**config.mk**
```make
export PLATFORM = sky130hd
export DESIGN_NAME = rv_core
export DESIGN_NICKNAME = d
export VERILOG_FILES = /design/src/rtl/rv_core_pkg.sv /design/src/rtl/rv_regfile.sv /design/src/rtl/rv_decode.sv /design/src/rtl/rv_alu.sv /design/src/rtl/rv_control.sv /design/src/rtl/rv_core.sv
export SDC_FILE = /design/constraint.sdc
export NUM_CORES = 2
export LEC_CHECK = 0
export BUFFER_PORTS_ARGS = -buffer_cell sky130_fd_sc_hd__buf_2
export CAP_MARGIN = 0
export CORE_MARGIN = 8
export CORE_UTILIZATION = 65
export CTS_CLUSTER_DIAMETER = 60
export DETAILED_ROUTE_END_ITERATION = 10
export MAX_ROUTING_LAYER = met4
export PLACE_DENSITY = 0.91
export REMOVE_ABC_BUFFERS = 1
export SLEW_MARGIN = 40
export SYNTH_ARGS = -nofsm -noshare
export SYNTH_HDL_FRONTEND = slang
export SYNTH_HIERARCHICAL = 1
export SYNTH_SLANG_ARGS = --single-unit
```
**constraint.sdc**
```tcl
create_clock -name aclk -period 8.6 [get_ports aclk]
set_clock_uncertainty 0.15 [all_clocks]
set_input_delay 0.86 -clock aclk [delete_from_list [all_inputs] [get_ports aclk]]
set_output_delay 0.86 -clock aclk [all_outputs]
set_load 0.1 [all_outputs]
```
**src/rtl/rv_core_pkg.sv**
```systemverilog
////////////////////
// Sizes, opcodes, ALU and branch encodings
// and the instruction word type of the RV32I core
////////////////////

package rv_core_pkg;

    ////////////////////
    // Sizes
    ////////////////////

    localparam int XLEN    = 32;
    localparam int ILEN    = 32;
    localparam int REG_AW  = 5;
    localparam int NB_REGS = 32;

    typedef logic [XLEN-1:0]   xlen_t;
    typedef logic [REG_AW-1:0] reg_addr_t;

    // First fetch address out of reset
    localparam xlen_t BOOT_ADDR = 32'h0000_0000;

    ////////////////////
    // Major opcodes
    ////////////////////

    localparam logic [6:0] OPC_LUI    = 7'b0110111;
    localparam logic [6:0] OPC_AUIPC  = 7'b0010111;
    localparam logic [6:0] OPC_JAL    = 7'b1101111;
    localparam logic [6:0] OPC_BRANCH = 7'b1100011;
    localparam logic [6:0] OPC_OP_IMM = 7'b0010011;
    localparam logic [6:0] OPC_OP     = 7'b0110011;

    // ALU operations
    typedef enum logic [3:0] {
        ALU_ADD,
        ALU_SUB,
        ALU_SLL,
        ALU_SLT,
        ALU_SLTU,
        ALU_XOR,
        ALU_SRL,
        ALU_SRA,
        ALU_OR,
        ALU_AND,
        ALU_PASS_B
    } alu_op_t;

    // Branch conditions, always is used by JAL
    typedef enum logic [2:0] {
        BR_NEVER,
        BR_EQ,
        BR_NE,
        BR_LT,
        BR_GE,
        BR_ALWAYS
    } br_cond_t;

    // One instruction word, seen as R-type or as I-type
    typedef union packed {
        struct packed {
            logic [6:0] funct7;
            reg_addr_t  rs2;
            reg_addr_t  rs1;
            logic [2:0] funct3;
            reg_addr_t  rd;
            logic [6:0] opcode;
        } r;
        struct packed {
            logic [11:0] imm12;
            reg_addr_t   rs1;
            logic [2:0]  funct3;
            reg_addr_t   rd;
            logic [6:0]  opcode;
        } i;
    } instr_t;

endpackage

```
**src/rtl/rv_regfile.sv**
```systemverilog
////////////////////
// Integer register file, x0 reads as zero
////////////////////

`timescale 1ns/10ps

module rv_regfile (
    input  logic                  aclk,
    input  logic                  rst_n,
    input  rv_core_pkg::reg_addr_t rs1_addr,
    input  rv_core_pkg::reg_addr_t rs2_addr,
    input  rv_core_pkg::reg_addr_t rd_addr,
    input  rv_core_pkg::reg_addr_t dbg_addr,
    input  logic                  rd_wr,
    input  logic                  wr_en,
    input  rv_core_pkg::xlen_t     result,
    output rv_core_pkg::xlen_t     rs1_val,
    output rv_core_pkg::xlen_t     rs2_val,
    output rv_core_pkg::xlen_t     dbg_val
);

    import rv_core_pkg::*;

    // x1 to x31, x0 has no storage
    xlen_t [NB_REGS-1:1] regs;

    function automatic xlen_t read_reg(input reg_addr_t addr);
        xlen_t val;
        val = (addr == '0) ? '0 : regs[addr];
        return val;
    endfunction

    always_ff @(posedge aclk or negedge rst_n) begin
        if (!rst_n) begin
            regs <= '0;
        end else if (wr_en && rd_wr && rd_addr != '0) begin
            regs[rd_addr] <= result;
        end
    end

    // Three combinational read ports
    assign rs1_val = read_reg(rs1_addr);
    assign rs2_val = read_reg(rs2_addr);
    assign dbg_val = read_reg(dbg_addr);

    ////////////////////
    // Assertions
    ////////////////////

    // A retiring write aimed at x0 leaves the whole file untouched
    a_x0_write_dropped: assert property (
        @(posedge aclk) disable iff (!rst_n)
        wr_en && rd_wr && rd_addr == '0 |=> $stable(regs)
    );

endmodule

```
**src/rtl/rv_decode.sv**
```systemverilog
////////////////////
// Instruction decoder, register fields,
// immediates and ALU / branch controls
////////////////////

`timescale 1ns/10ps

module rv_decode (
    input  rv_core_pkg::instr_t    instr,
    output rv_core_pkg::reg_addr_t rs1_addr,
    output rv_core_pkg::reg_addr_t rs2_addr,
    output rv_core_pkg::reg_addr_t rd_addr,
    output logic                   rd_wr,
    output rv_core_pkg::xlen_t     imm,
    output logic                   use_imm,
    output logic                   use_pc,
    output rv_core_pkg::alu_op_t   alu_op,
    output rv_core_pkg::br_cond_t  br_cond
);

    import rv_core_pkg::*;

    logic [ILEN-1:0] word;
    xlen_t           imm_i;
    xlen_t           imm_u;
    xlen_t           imm_j;
    xlen_t           imm_b;

    // Shared funct3 mapping, alt picks sub or sra
    function automatic alu_op_t op_from_funct3(input logic [2:0] funct3, input logic alt);
        alu_op_t op;
        case (funct3)
            3'b000:  op = alt ? ALU_SUB : ALU_ADD;
            3'b001:  op = ALU_SLL;
            3'b010:  op = ALU_SLT;
            3'b011:  op = ALU_SLTU;
            3'b100:  op = ALU_XOR;
            3'b101:  op = alt ? ALU_SRA : ALU_SRL;
            3'b110:  op = ALU_OR;
            default: op = ALU_AND;
        endcase
        return op;
    endfunction

    assign word = instr;

    assign rs1_addr = instr.i.rs1;
    assign rs2_addr = instr.r.rs2;
    assign rd_addr  = instr.i.rd;

    ////////////////////
    // Immediates
    ////////////////////

    assign imm_i = {{20{instr.i.imm12[11]}}, instr.i.imm12};
    assign imm_u = {word[31:12], 12'b0};
    assign imm_j = {{12{word[31]}}, word[19:12], word[20], word[30:21], 1'b0};
    assign imm_b = {{20{word[31]}}, word[7], word[30:25], word[11:8], 1'b0};

    always_comb begin
        rd_wr   = 1'b0;
        imm     = imm_i;
        use_imm = 1'b0;
        use_pc  = 1'b0;
        alu_op  = ALU_ADD;
        br_cond = BR_NEVER;
        case (instr.r.opcode)
            OPC_LUI: begin
                rd_wr   = 1'b1;
                imm     = imm_u;
                use_imm = 1'b1;
                alu_op  = ALU_PASS_B;
            end
            OPC_AUIPC: begin
                rd_wr   = 1'b1;
                imm     = imm_u;
                use_imm = 1'b1;
                use_pc  = 1'b1;
            end
            OPC_JAL: begin
                rd_wr   = 1'b1;
                imm     = imm_j;
                br_cond = BR_ALWAYS;
            end
            OPC_BRANCH: begin
                imm = imm_b;
                case (instr.r.funct3)
                    3'b000:  br_cond = BR_EQ;
                    3'b001:  br_cond = BR_NE;
                    3'b100:  br_cond = BR_LT;
                    3'b101:  br_cond = BR_GE;
                    default: br_cond = BR_NEVER;
                endcase
            end
            OPC_OP_IMM: begin
                rd_wr   = 1'b1;
                use_imm = 1'b1;
                // Only SRAI carries the alternate bit in its immediate
                alu_op  = op_from_funct3(instr.i.funct3,
                                         instr.i.funct3 == 3'b101 && instr.i.imm12[10]);
            end
            OPC_OP: begin
                rd_wr  = 1'b1;
                alu_op = op_from_funct3(instr.r.funct3, instr.r.funct7[5]);
            end
            default: begin
                // Unsupported opcodes retire as no-ops
                rd_wr = 1'b0;
            end
        endcase
    end

endmodule

```
**src/rtl/rv_alu.sv**
```systemverilog
////////////////////
// Integer ALU and branch comparator
////////////////////

`timescale 1ns/10ps

module rv_alu (
    input  rv_core_pkg::xlen_t    rs1_val,
    input  rv_core_pkg::xlen_t    rs2_val,
    input  rv_core_pkg::xlen_t    imm,
    input  rv_core_pkg::xlen_t    pc,
    input  logic                  use_imm,
    input  logic                  use_pc,
    input  rv_core_pkg::alu_op_t  alu_op,
    input  rv_core_pkg::br_cond_t br_cond,
    output rv_core_pkg::xlen_t    result,
    output logic                  taken
);

    import rv_core_pkg::*;

    xlen_t      op_a;
    xlen_t      op_b;
    xlen_t      alu_out;
    logic [4:0] shamt;

    ////////////////////
    // Operand select
    ////////////////////

    assign op_a  = use_pc ? pc : rs1_val;
    assign op_b  = use_imm ? imm : rs2_val;
    assign shamt = op_b[4:0];

    always_comb begin
        case (alu_op)
            ALU_ADD:    alu_out = op_a + op_b;
            ALU_SUB:    alu_out = op_a - op_b;
            ALU_SLL:    alu_out = op_a << shamt;
            ALU_SLT:    alu_out = {{(XLEN-1){1'b0}}, $signed(op_a) < $signed(op_b)};
            ALU_SLTU:   alu_out = {{(XLEN-1){1'b0}}, op_a < op_b};
            ALU_XOR:    alu_out = op_a ^ op_b;
            ALU_SRL:    alu_out = op_a >> shamt;
            ALU_SRA:    alu_out = $signed(op_a) >>> shamt;
            ALU_OR:     alu_out = op_a | op_b;
            ALU_AND:    alu_out = op_a & op_b;
            ALU_PASS_B: alu_out = op_b;
            default:    alu_out = '0;
        endcase
    end

    // JAL links the address of the next instruction
    assign result = (br_cond == BR_ALWAYS) ? pc + 32'd4 : alu_out;

    ////////////////////
    // Branch decision
    ////////////////////

    always_comb begin
        case (br_cond)
            BR_EQ:     taken = (rs1_val == rs2_val);
            BR_NE:     taken = (rs1_val != rs2_val);
            BR_LT:     taken = ($signed(rs1_val) < $signed(rs2_val));
            BR_GE:     taken = ($signed(rs1_val) >= $signed(rs2_val));
            BR_ALWAYS: taken = 1'b1;
            default:   taken = 1'b0;
        endcase
    end

endmodule

```
**src/rtl/rv_control.sv**
```systemverilog
////////////////////
// Fetch / execute sequencer with pc,
// instruction register and AXI4-lite read master
////////////////////

`timescale 1ns/10ps

module rv_control (
    input  logic                aclk,
    input  logic                rst_n,
    // Instruction memory read channel
    output logic                arvalid,
    input  logic                arready,
    output rv_core_pkg::xlen_t  araddr,
    input  logic                rvalid,
    output logic                rready,
    input  rv_core_pkg::xlen_t  rdata,
    // Towards decode and ALU
    output rv_core_pkg::instr_t instr,
    input  rv_core_pkg::xlen_t  imm,
    input  logic                taken,
    output logic                wr_en,
    output logic                retired,
    output rv_core_pkg::xlen_t  pc
);

    import rv_core_pkg::*;

    // One-hot sequence, fetch is arvalid, wait is rready
    logic   exec;
    instr_t ir;
    xlen_t  pc_next;

    ////////////////////
    // Sequencer
    ////////////////////

    always_ff @(posedge aclk or negedge rst_n) begin
        if (!rst_n) begin
            arvalid <= 1'b0;
            rready  <= 1'b0;
            exec    <= 1'b0;
            pc      <= BOOT_ADDR;
        end else begin
            if (exec) begin
                // Single execute cycle, next fetch starts right after
                exec    <= 1'b0;
                arvalid <= 1'b1;
                pc      <= pc_next;
            end else if (rready) begin
                if (rvalid) begin
                    rready <= 1'b0;
                    exec   <= 1'b1;
                end
            end else if (arvalid) begin
                if (arready) begin
                    arvalid <= 1'b0;
                    rready  <= 1'b1;
                end
            end else begin
                // First cycle out of reset
                arvalid <= 1'b1;
            end
        end
    end

    // Instruction register, loaded on the read data handshake
    always_ff @(posedge aclk) begin
        if (rready && rvalid) begin
            ir <= rdata;
        end
    end

    // Taken branches and JAL jump pc-relative
    assign pc_next = taken ? pc + imm : pc + 32'd4;

    assign araddr  = pc;
    assign instr   = ir;
    assign wr_en   = exec;
    assign retired = exec;

    ////////////////////
    // Assertions
    ////////////////////

    // Address phase is held until accepted
    a_ar_hold: assert property (
        @(posedge aclk) disable iff (!rst_n)
        arvalid && !arready |=> arvalid && $stable(araddr)
    );

    a_retired_pulse: assert property (
        @(posedge aclk) disable iff (!rst_n)
        retired |=> !retired
    );

    // Word aligned fetch addresses only
    a_pc_aligned: assert property (
        @(posedge aclk) disable iff (!rst_n)
        pc[1:0] == 2'b00
    );

endmodule

```
**src/rtl/rv_core.sv**
```systemverilog
////////////////////
// RV32I core top level
////////////////////

`timescale 1ns/10ps

module rv_core (
    input  logic                   aclk,
    input  logic                   rst_n,
    // Instruction memory, AXI4-lite read channel
    output logic                   arvalid,
    input  logic                   arready,
    output rv_core_pkg::xlen_t     araddr,
    input  logic                   rvalid,
    output logic                   rready,
    input  rv_core_pkg::xlen_t     rdata,
    // Debug access
    input  rv_core_pkg::reg_addr_t dbg_addr,
    output rv_core_pkg::xlen_t     dbg_val,
    output rv_core_pkg::xlen_t     pc,
    output logic                   retired
);

    import rv_core_pkg::*;

    instr_t    instr;
    reg_addr_t rs1_addr;
    reg_addr_t rs2_addr;
    reg_addr_t rd_addr;
    logic      rd_wr;
    logic      use_imm;
    logic      use_pc;
    logic      wr_en;
    logic      taken;
    xlen_t     imm;
    xlen_t     rs1_val;
    xlen_t     rs2_val;
    xlen_t     result;
    alu_op_t   alu_op;
    br_cond_t  br_cond;

    ////////////////////
    // Sequencer
    ////////////////////

    rv_control control (
        .aclk    (aclk),
        .rst_n   (rst_n),
        .arvalid (arvalid),
        .arready (arready),
        .araddr  (araddr),
        .rvalid  (rvalid),
        .rready  (rready),
        .rdata   (rdata),
        .instr   (instr),
        .imm     (imm),
        .taken   (taken),
        .wr_en   (wr_en),
        .retired (retired),
        .pc      (pc)
    );

    rv_decode decode (
        .instr    (instr),
        .rs1_addr (rs1_addr),
        .rs2_addr (rs2_addr),
        .rd_addr  (rd_addr),
        .rd_wr    (rd_wr),
        .imm      (imm),
        .use_imm  (use_imm),
        .use_pc   (use_pc),
        .alu_op   (alu_op),
        .br_cond  (br_cond)
    );

    ////////////////////
    // Execute
    ////////////////////

    rv_alu alu (
        .rs1_val (rs1_val),
        .rs2_val (rs2_val),
        .imm     (imm),
        .pc      (pc),
        .use_imm (use_imm),
        .use_pc  (use_pc),
        .alu_op  (alu_op),
        .br_cond (br_cond),
        .result  (result),
        .taken   (taken)
    );

    rv_regfile isa_registers (
        .aclk     (aclk),
        .rst_n    (rst_n),
        .rs1_addr (rs1_addr),
        .rs2_addr (rs2_addr),
        .rd_addr  (rd_addr),
        .dbg_addr (dbg_addr),
        .rd_wr    (rd_wr),
        .wr_en    (wr_en),
        .result   (result),
        .rs1_val  (rs1_val),
        .rs2_val  (rs2_val),
        .dbg_val  (dbg_val)
    );

endmodule

```
==> results of run 1 <==
## metal layers
layer	global-route usage, %	GRT overflow
met5	-	-
met4	71.9	18
met3	63.8	6
met2	87.7	29
met1	71.1	8
## synthesized netlist by cell type (89+ instances only)
cell and count:
o21ai_0 149, nor3_1 100, ha_1 169, clkbuf_1 319
a221oi_1 106, a21oi_1 307, mux2_1 472, mux2_2 613
nor2b_1 93, a211oi_1 123, nand2_1 426, mux2i_1 372
buf_2 209, o22ai_1 125, inv_1 124, nand3_1 102
mux4_2 591, dfrtp_1 1027, buf_4 89, nor2_1 408
## metrics by stage
step	cells	util (%)	area (um2)	setup TNS, ps
detailed placement	8338	67.7	82000	0
floorplan	6258	-	75600	-9954040
global placement	8325	67.3	81500	0
CTS	8545	71.1	86200	0
## timing repair
action | 4_1_cts
hold buffers | 1
hold endpoints to repair | 65
setup endpoints to repair | 0
## cells by family after synthesis
family,count (synthesis)
flops,1059
buf+inv,855
xor+xnor,69
simple gates,1380
fa+ha+maj,172
mux,2085
compound gates,1342
==> out/metrics.yaml, run 1 <==
run_status:
  run_status: "stopped before the end"
  lastStage: "5_1_grt"
  error: "[ERROR GRT-0232] Routing congestion too high. Check the congestion heatmap in the GUI."
synth:
  avgSynthCellArea_um2: 11.3
  synth-xor-area-share_pct: 0.765
  synth_edf_count: 32
  synth_top_family_by_area: "multiplexers"
  yosys_warnings: 6
  synthAdderAreaFrac_pct: 2.75
  netlist_area_um2: 79000
  synth_largest_area_cell: "dfrtp_1"
  synth.distinct_cells: 115
  ys_seq_elements: 1059
  ys.flop_type: "dfrtp_1"
  synth_area_leaders: "dfrtp_1 (33%), mux4_2 (17%), mux2_2 (8.7%), mux2_1 (6.7%), mux2i_1 (4.7%)"
  muxShareOfSynthArea_pct: 37.9
  synth-simple-area-share_pct: 8.24
  syn_inst: 6962
  synth_compound_area_share_pct: 11.6
  synth_async_sr_flop_share_pct: 97.0
  synth.top_cell.area_share_pct: 32.5
  yosysSeqAreaShare_pct: 33.8
die:
  rows: 128
  die_x_um: 365
  die_y_um: 365
  io_pins: 140
  initial_core_util_pct: 65.2
timing:
  worst_endpoint_kind: "sequential cell input"
  worstEndpointGrtRepair: "isa_registers/regs[320]$_DFFE_PN0P_/D"
cts:
  clockBufferDepth: 3
  cts_resized: 0
  post-cts-setup-buffers: 0
  htreeDepth: 3
  cts_root_buf: "clkbuf_16"
  cts.sinks: 1059
  numCtsBuffers: 109
grt:
  grt_max_degree: 160
  grt_overflow: 61
  grt_antenna_before_repair: 72
  grt_usage_pct: 74.5
placement:
  dpl_worst_slack_ps: 991
  port_buffers: 139
  place_congestion: 1.14
  dpl.hpwl_um: 239000
==> run 2: changes to the inputs <==
- CORE_UTILIZATION: 65 -> 40
- CTS_CLUSTER_DIAMETER: 60 -> not set
- MAX_ROUTING_LAYER: met4 -> not set
- PLACE_DENSITY: 0.91 -> not set
- PLACE_DENSITY_LB_ADDON: not set -> 0.15
==> run 2 against run 1 <==
  * The flow now finishes without violations
  * Synthesized cell count unchanged
  * Area after synthesis unchanged
==> out/metrics.yaml, run 2 <==
final_layout:
  layout.cells.most_common: "dfrtp_1"
  fin_area_um2: 88300
  largest_reg_flops: 992
  regMostFlops: "isa_registers/regs"
  area_growth_pct: 11.8
  fin_cells: 9617
  mostFrequentLayoutCells: "dfrtp_1 (1,025), mux2_2 (613), mux4_2 (591)"
  drive_gt1_share_pct: 30.6
  final_nets: 7082
synth:
  syn_inst: 6962
  yosys_warnings: 6
  ys_seq_elements: 1059
  synth.distinct_cells: 115
  synth_area_leaders: "dfrtp_1 (33%), mux4_2 (17%), mux2_2 (8.7%), mux2_1 (6.7%), mux2i_1 (4.7%)"
  synthTopCellsByCount: "dfrtp_1 (1,027), mux2_2 (613), mux4_2 (591)"
  synth_largest_area_cell: "dfrtp_1"
  netlist_area_um2: 79000
  synth.top_cell.area_share_pct: 32.5
  yosysSeqAreaShare_pct: 33.8
  avgSynthCellArea_um2: 11.3
  yosysMostFrequentCell: "dfrtp_1"
  synth_async_sr_flop_share_pct: 97.0
  synth_edf_count: 32
  ys.flop_type: "dfrtp_1"
die:
  rows: 163
  die-area_um2: 212000
  coreArea_um2: 197000
  initial_core_util_pct: 40.1
  io_pins: 140
  die_y_um: 460
  die_x_um: 460
route:
  dr_total_vias: 65800
  wirelength_um: 372000
  drc: 0
  avgRoutedWirePerCell_um: 38.7
  ant_nets: 0
  drt-vias-per-instance: 6.85
  drtPass1Iterations: 6
  drtIter0Drc: 8099
timing:
  fmax_mhz: 128
  fin_crit_sh_pct: 91.0
  finalMaxSlewViolations: 0
  tightest_slew_ps: 1020
  rsz0062_at_grt: "false"
  setup_viol: 0
  hold_viol: 0
  period_minus_slack_ps: 7820
  slew_headroom_pct: 31.3
cts:
  clockBufferDepth: 3
  clk_pin_slew_worst_paths_ps: 60
  htreeDepth: 4
  numCtsBuffers: 132
  cts_root_buf: "clkbuf_16"
  cts_tree: "yes"
  worstSkewPairLatency_ps: 800
  post-cts-setup-buffers: 0
  cts.sinks: 1059
critical_path:
  cp-start-kind: "flip-flop"
  cp-end-kind: "flip-flop"
  arrival_ps: 8280
  crit_type: "flip-flop to flip-flop"
  critPathMaxFanout: 34
  critPathRequiredTime_ps: 9050
grt:
  grt_pass1_vias: 64100
  grt_max_degree: 147
  grt_usage_pct: 34.1
  grt_antenna_before_repair: 19
  grt_pass1_wl_um: 518000
  grt_overflow: 0
pwr:
  ir_worst_vdd_mv: 0.223
  total_power_uw: 20300
  p_per_area_nw_per_um2: 230
  leakagePower_uw: 0.0391
job:
  max_cap_viol_count: 0
placement:
  port_buffers: 139
  dp.cells: 9369
  dpl.hpwl_um: 249000
  place_area_um2: 83600
  place_congestion: 1.07
run_status:
  run_status: "completed"
hold_path:
  hold_path_class: "input port to flip-flop"
run 2: cell counts after synthesis:
Identical to the previous run, type by type.
run 2: area by class of cell:
cell class | count | area (um2)
Multi-Input combinational cell | 5048 | 49200
Fill cell | 18200 | 109000
Sequential cell | 1059 | 26700
Clock inverter | 48 | 748
Timing Repair Buffer | 477 | 4020
Clock buffer | 186 | 3760
Tap cell | 2640 | 3300
Inverter | 151 | 569
Antenna cell | 8 | 20.0
run 2: cells by family (layout without fill, tap and decap cells):
group / Yosys count / count (layout) / share of synthesized area (%)
mux: 2085 / 2085 / 37.9
simple gates: 1380 / 1380 / 8.24
compound gates: 1342 / 1342 / 11.6
flops: 1059 / 1059 / 33.8
buf+inv: 855 / 862 / 5.02
fa+ha+maj: 172 / 172 / 2.75
xor+xnor: 69 / 69 / 0.765
other cells: 0 / 8 / 0
run 2: final timing paths:
check	slack (ps)	start	endpoint	cells after the start
worst max register to register	780	control/instr[16]	isa_registers/regs[536]	22
worst min register to register	380	isa_registers/regs[815]	isa_registers/regs[815]	1
worst max-delay path	780	control/instr[16]	isa_registers/regs[536]	22
worst min-delay path	90	rdata[28]	control/instr[28]	1
min in group asynchronous	340	rst_n	isa_registers/regs[876]	2
max in group asynchronous	5900	rst_n	isa_registers/regs[550]	5
run 2: routing by layer:
metal	track usage (%)	share of wire, %	wire (um)
met5	0	0.029	108
met4	22.5	8.3	30900
met3	7.73	9.2	34100
met2	50.9	43	161000
met1	44.5	39	146000
run 2: metrics by stage:
step                      util, %  hold slack (ps)  setup slack [ps]  TNS [ps]
after floorplan                 -              336            -10460  -9954040
after CTS                    44.8             45.1              1010         0
after detailed placement     42.5              362              1050         0
final                        44.9             93.5               776         0
after global placement       42.2              347               963         0
after global routing         44.9             71.6               481         0
run 2: worst max-delay path, stage by stage (launching register included):
cell and delay, ps:
edfxtp_1 380, buf_12 260, nor2b_4 740, buf_4 450, buf_4 320, a221oi_1 130, nor3_1 230, a21oi_1 70
o21ai_1 530, mux2_4 500, inv_1 80, ha_1 430, inv_1 130, nor4_1 380, o2111ai_1 310, nand3_1 200
a31oi_1 220, o21ai_0 510, nor2_1 90, o41ai_1 660, o221ai_2 210, buf_4 280, mux2_1 330
run 2: where the power goes:
part / internal (uW) / total, uW / switching [uW]
clock network: 3490 / 5860 / 2370
registers: 5210 / 5520 / 313
logic: 2420 / 8960 / 6540
total: 11100 / 20300 / 9220
run 2: timing repair:
item | CTS | global route
hold buffers | 1 | 0
endpoints found under the setup margin | 0 | 0
endpoints found under the hold margin | 90 | 0
resized for setup | 0 | 0
No activity file was read; power rests on OpenSTA's default activity.
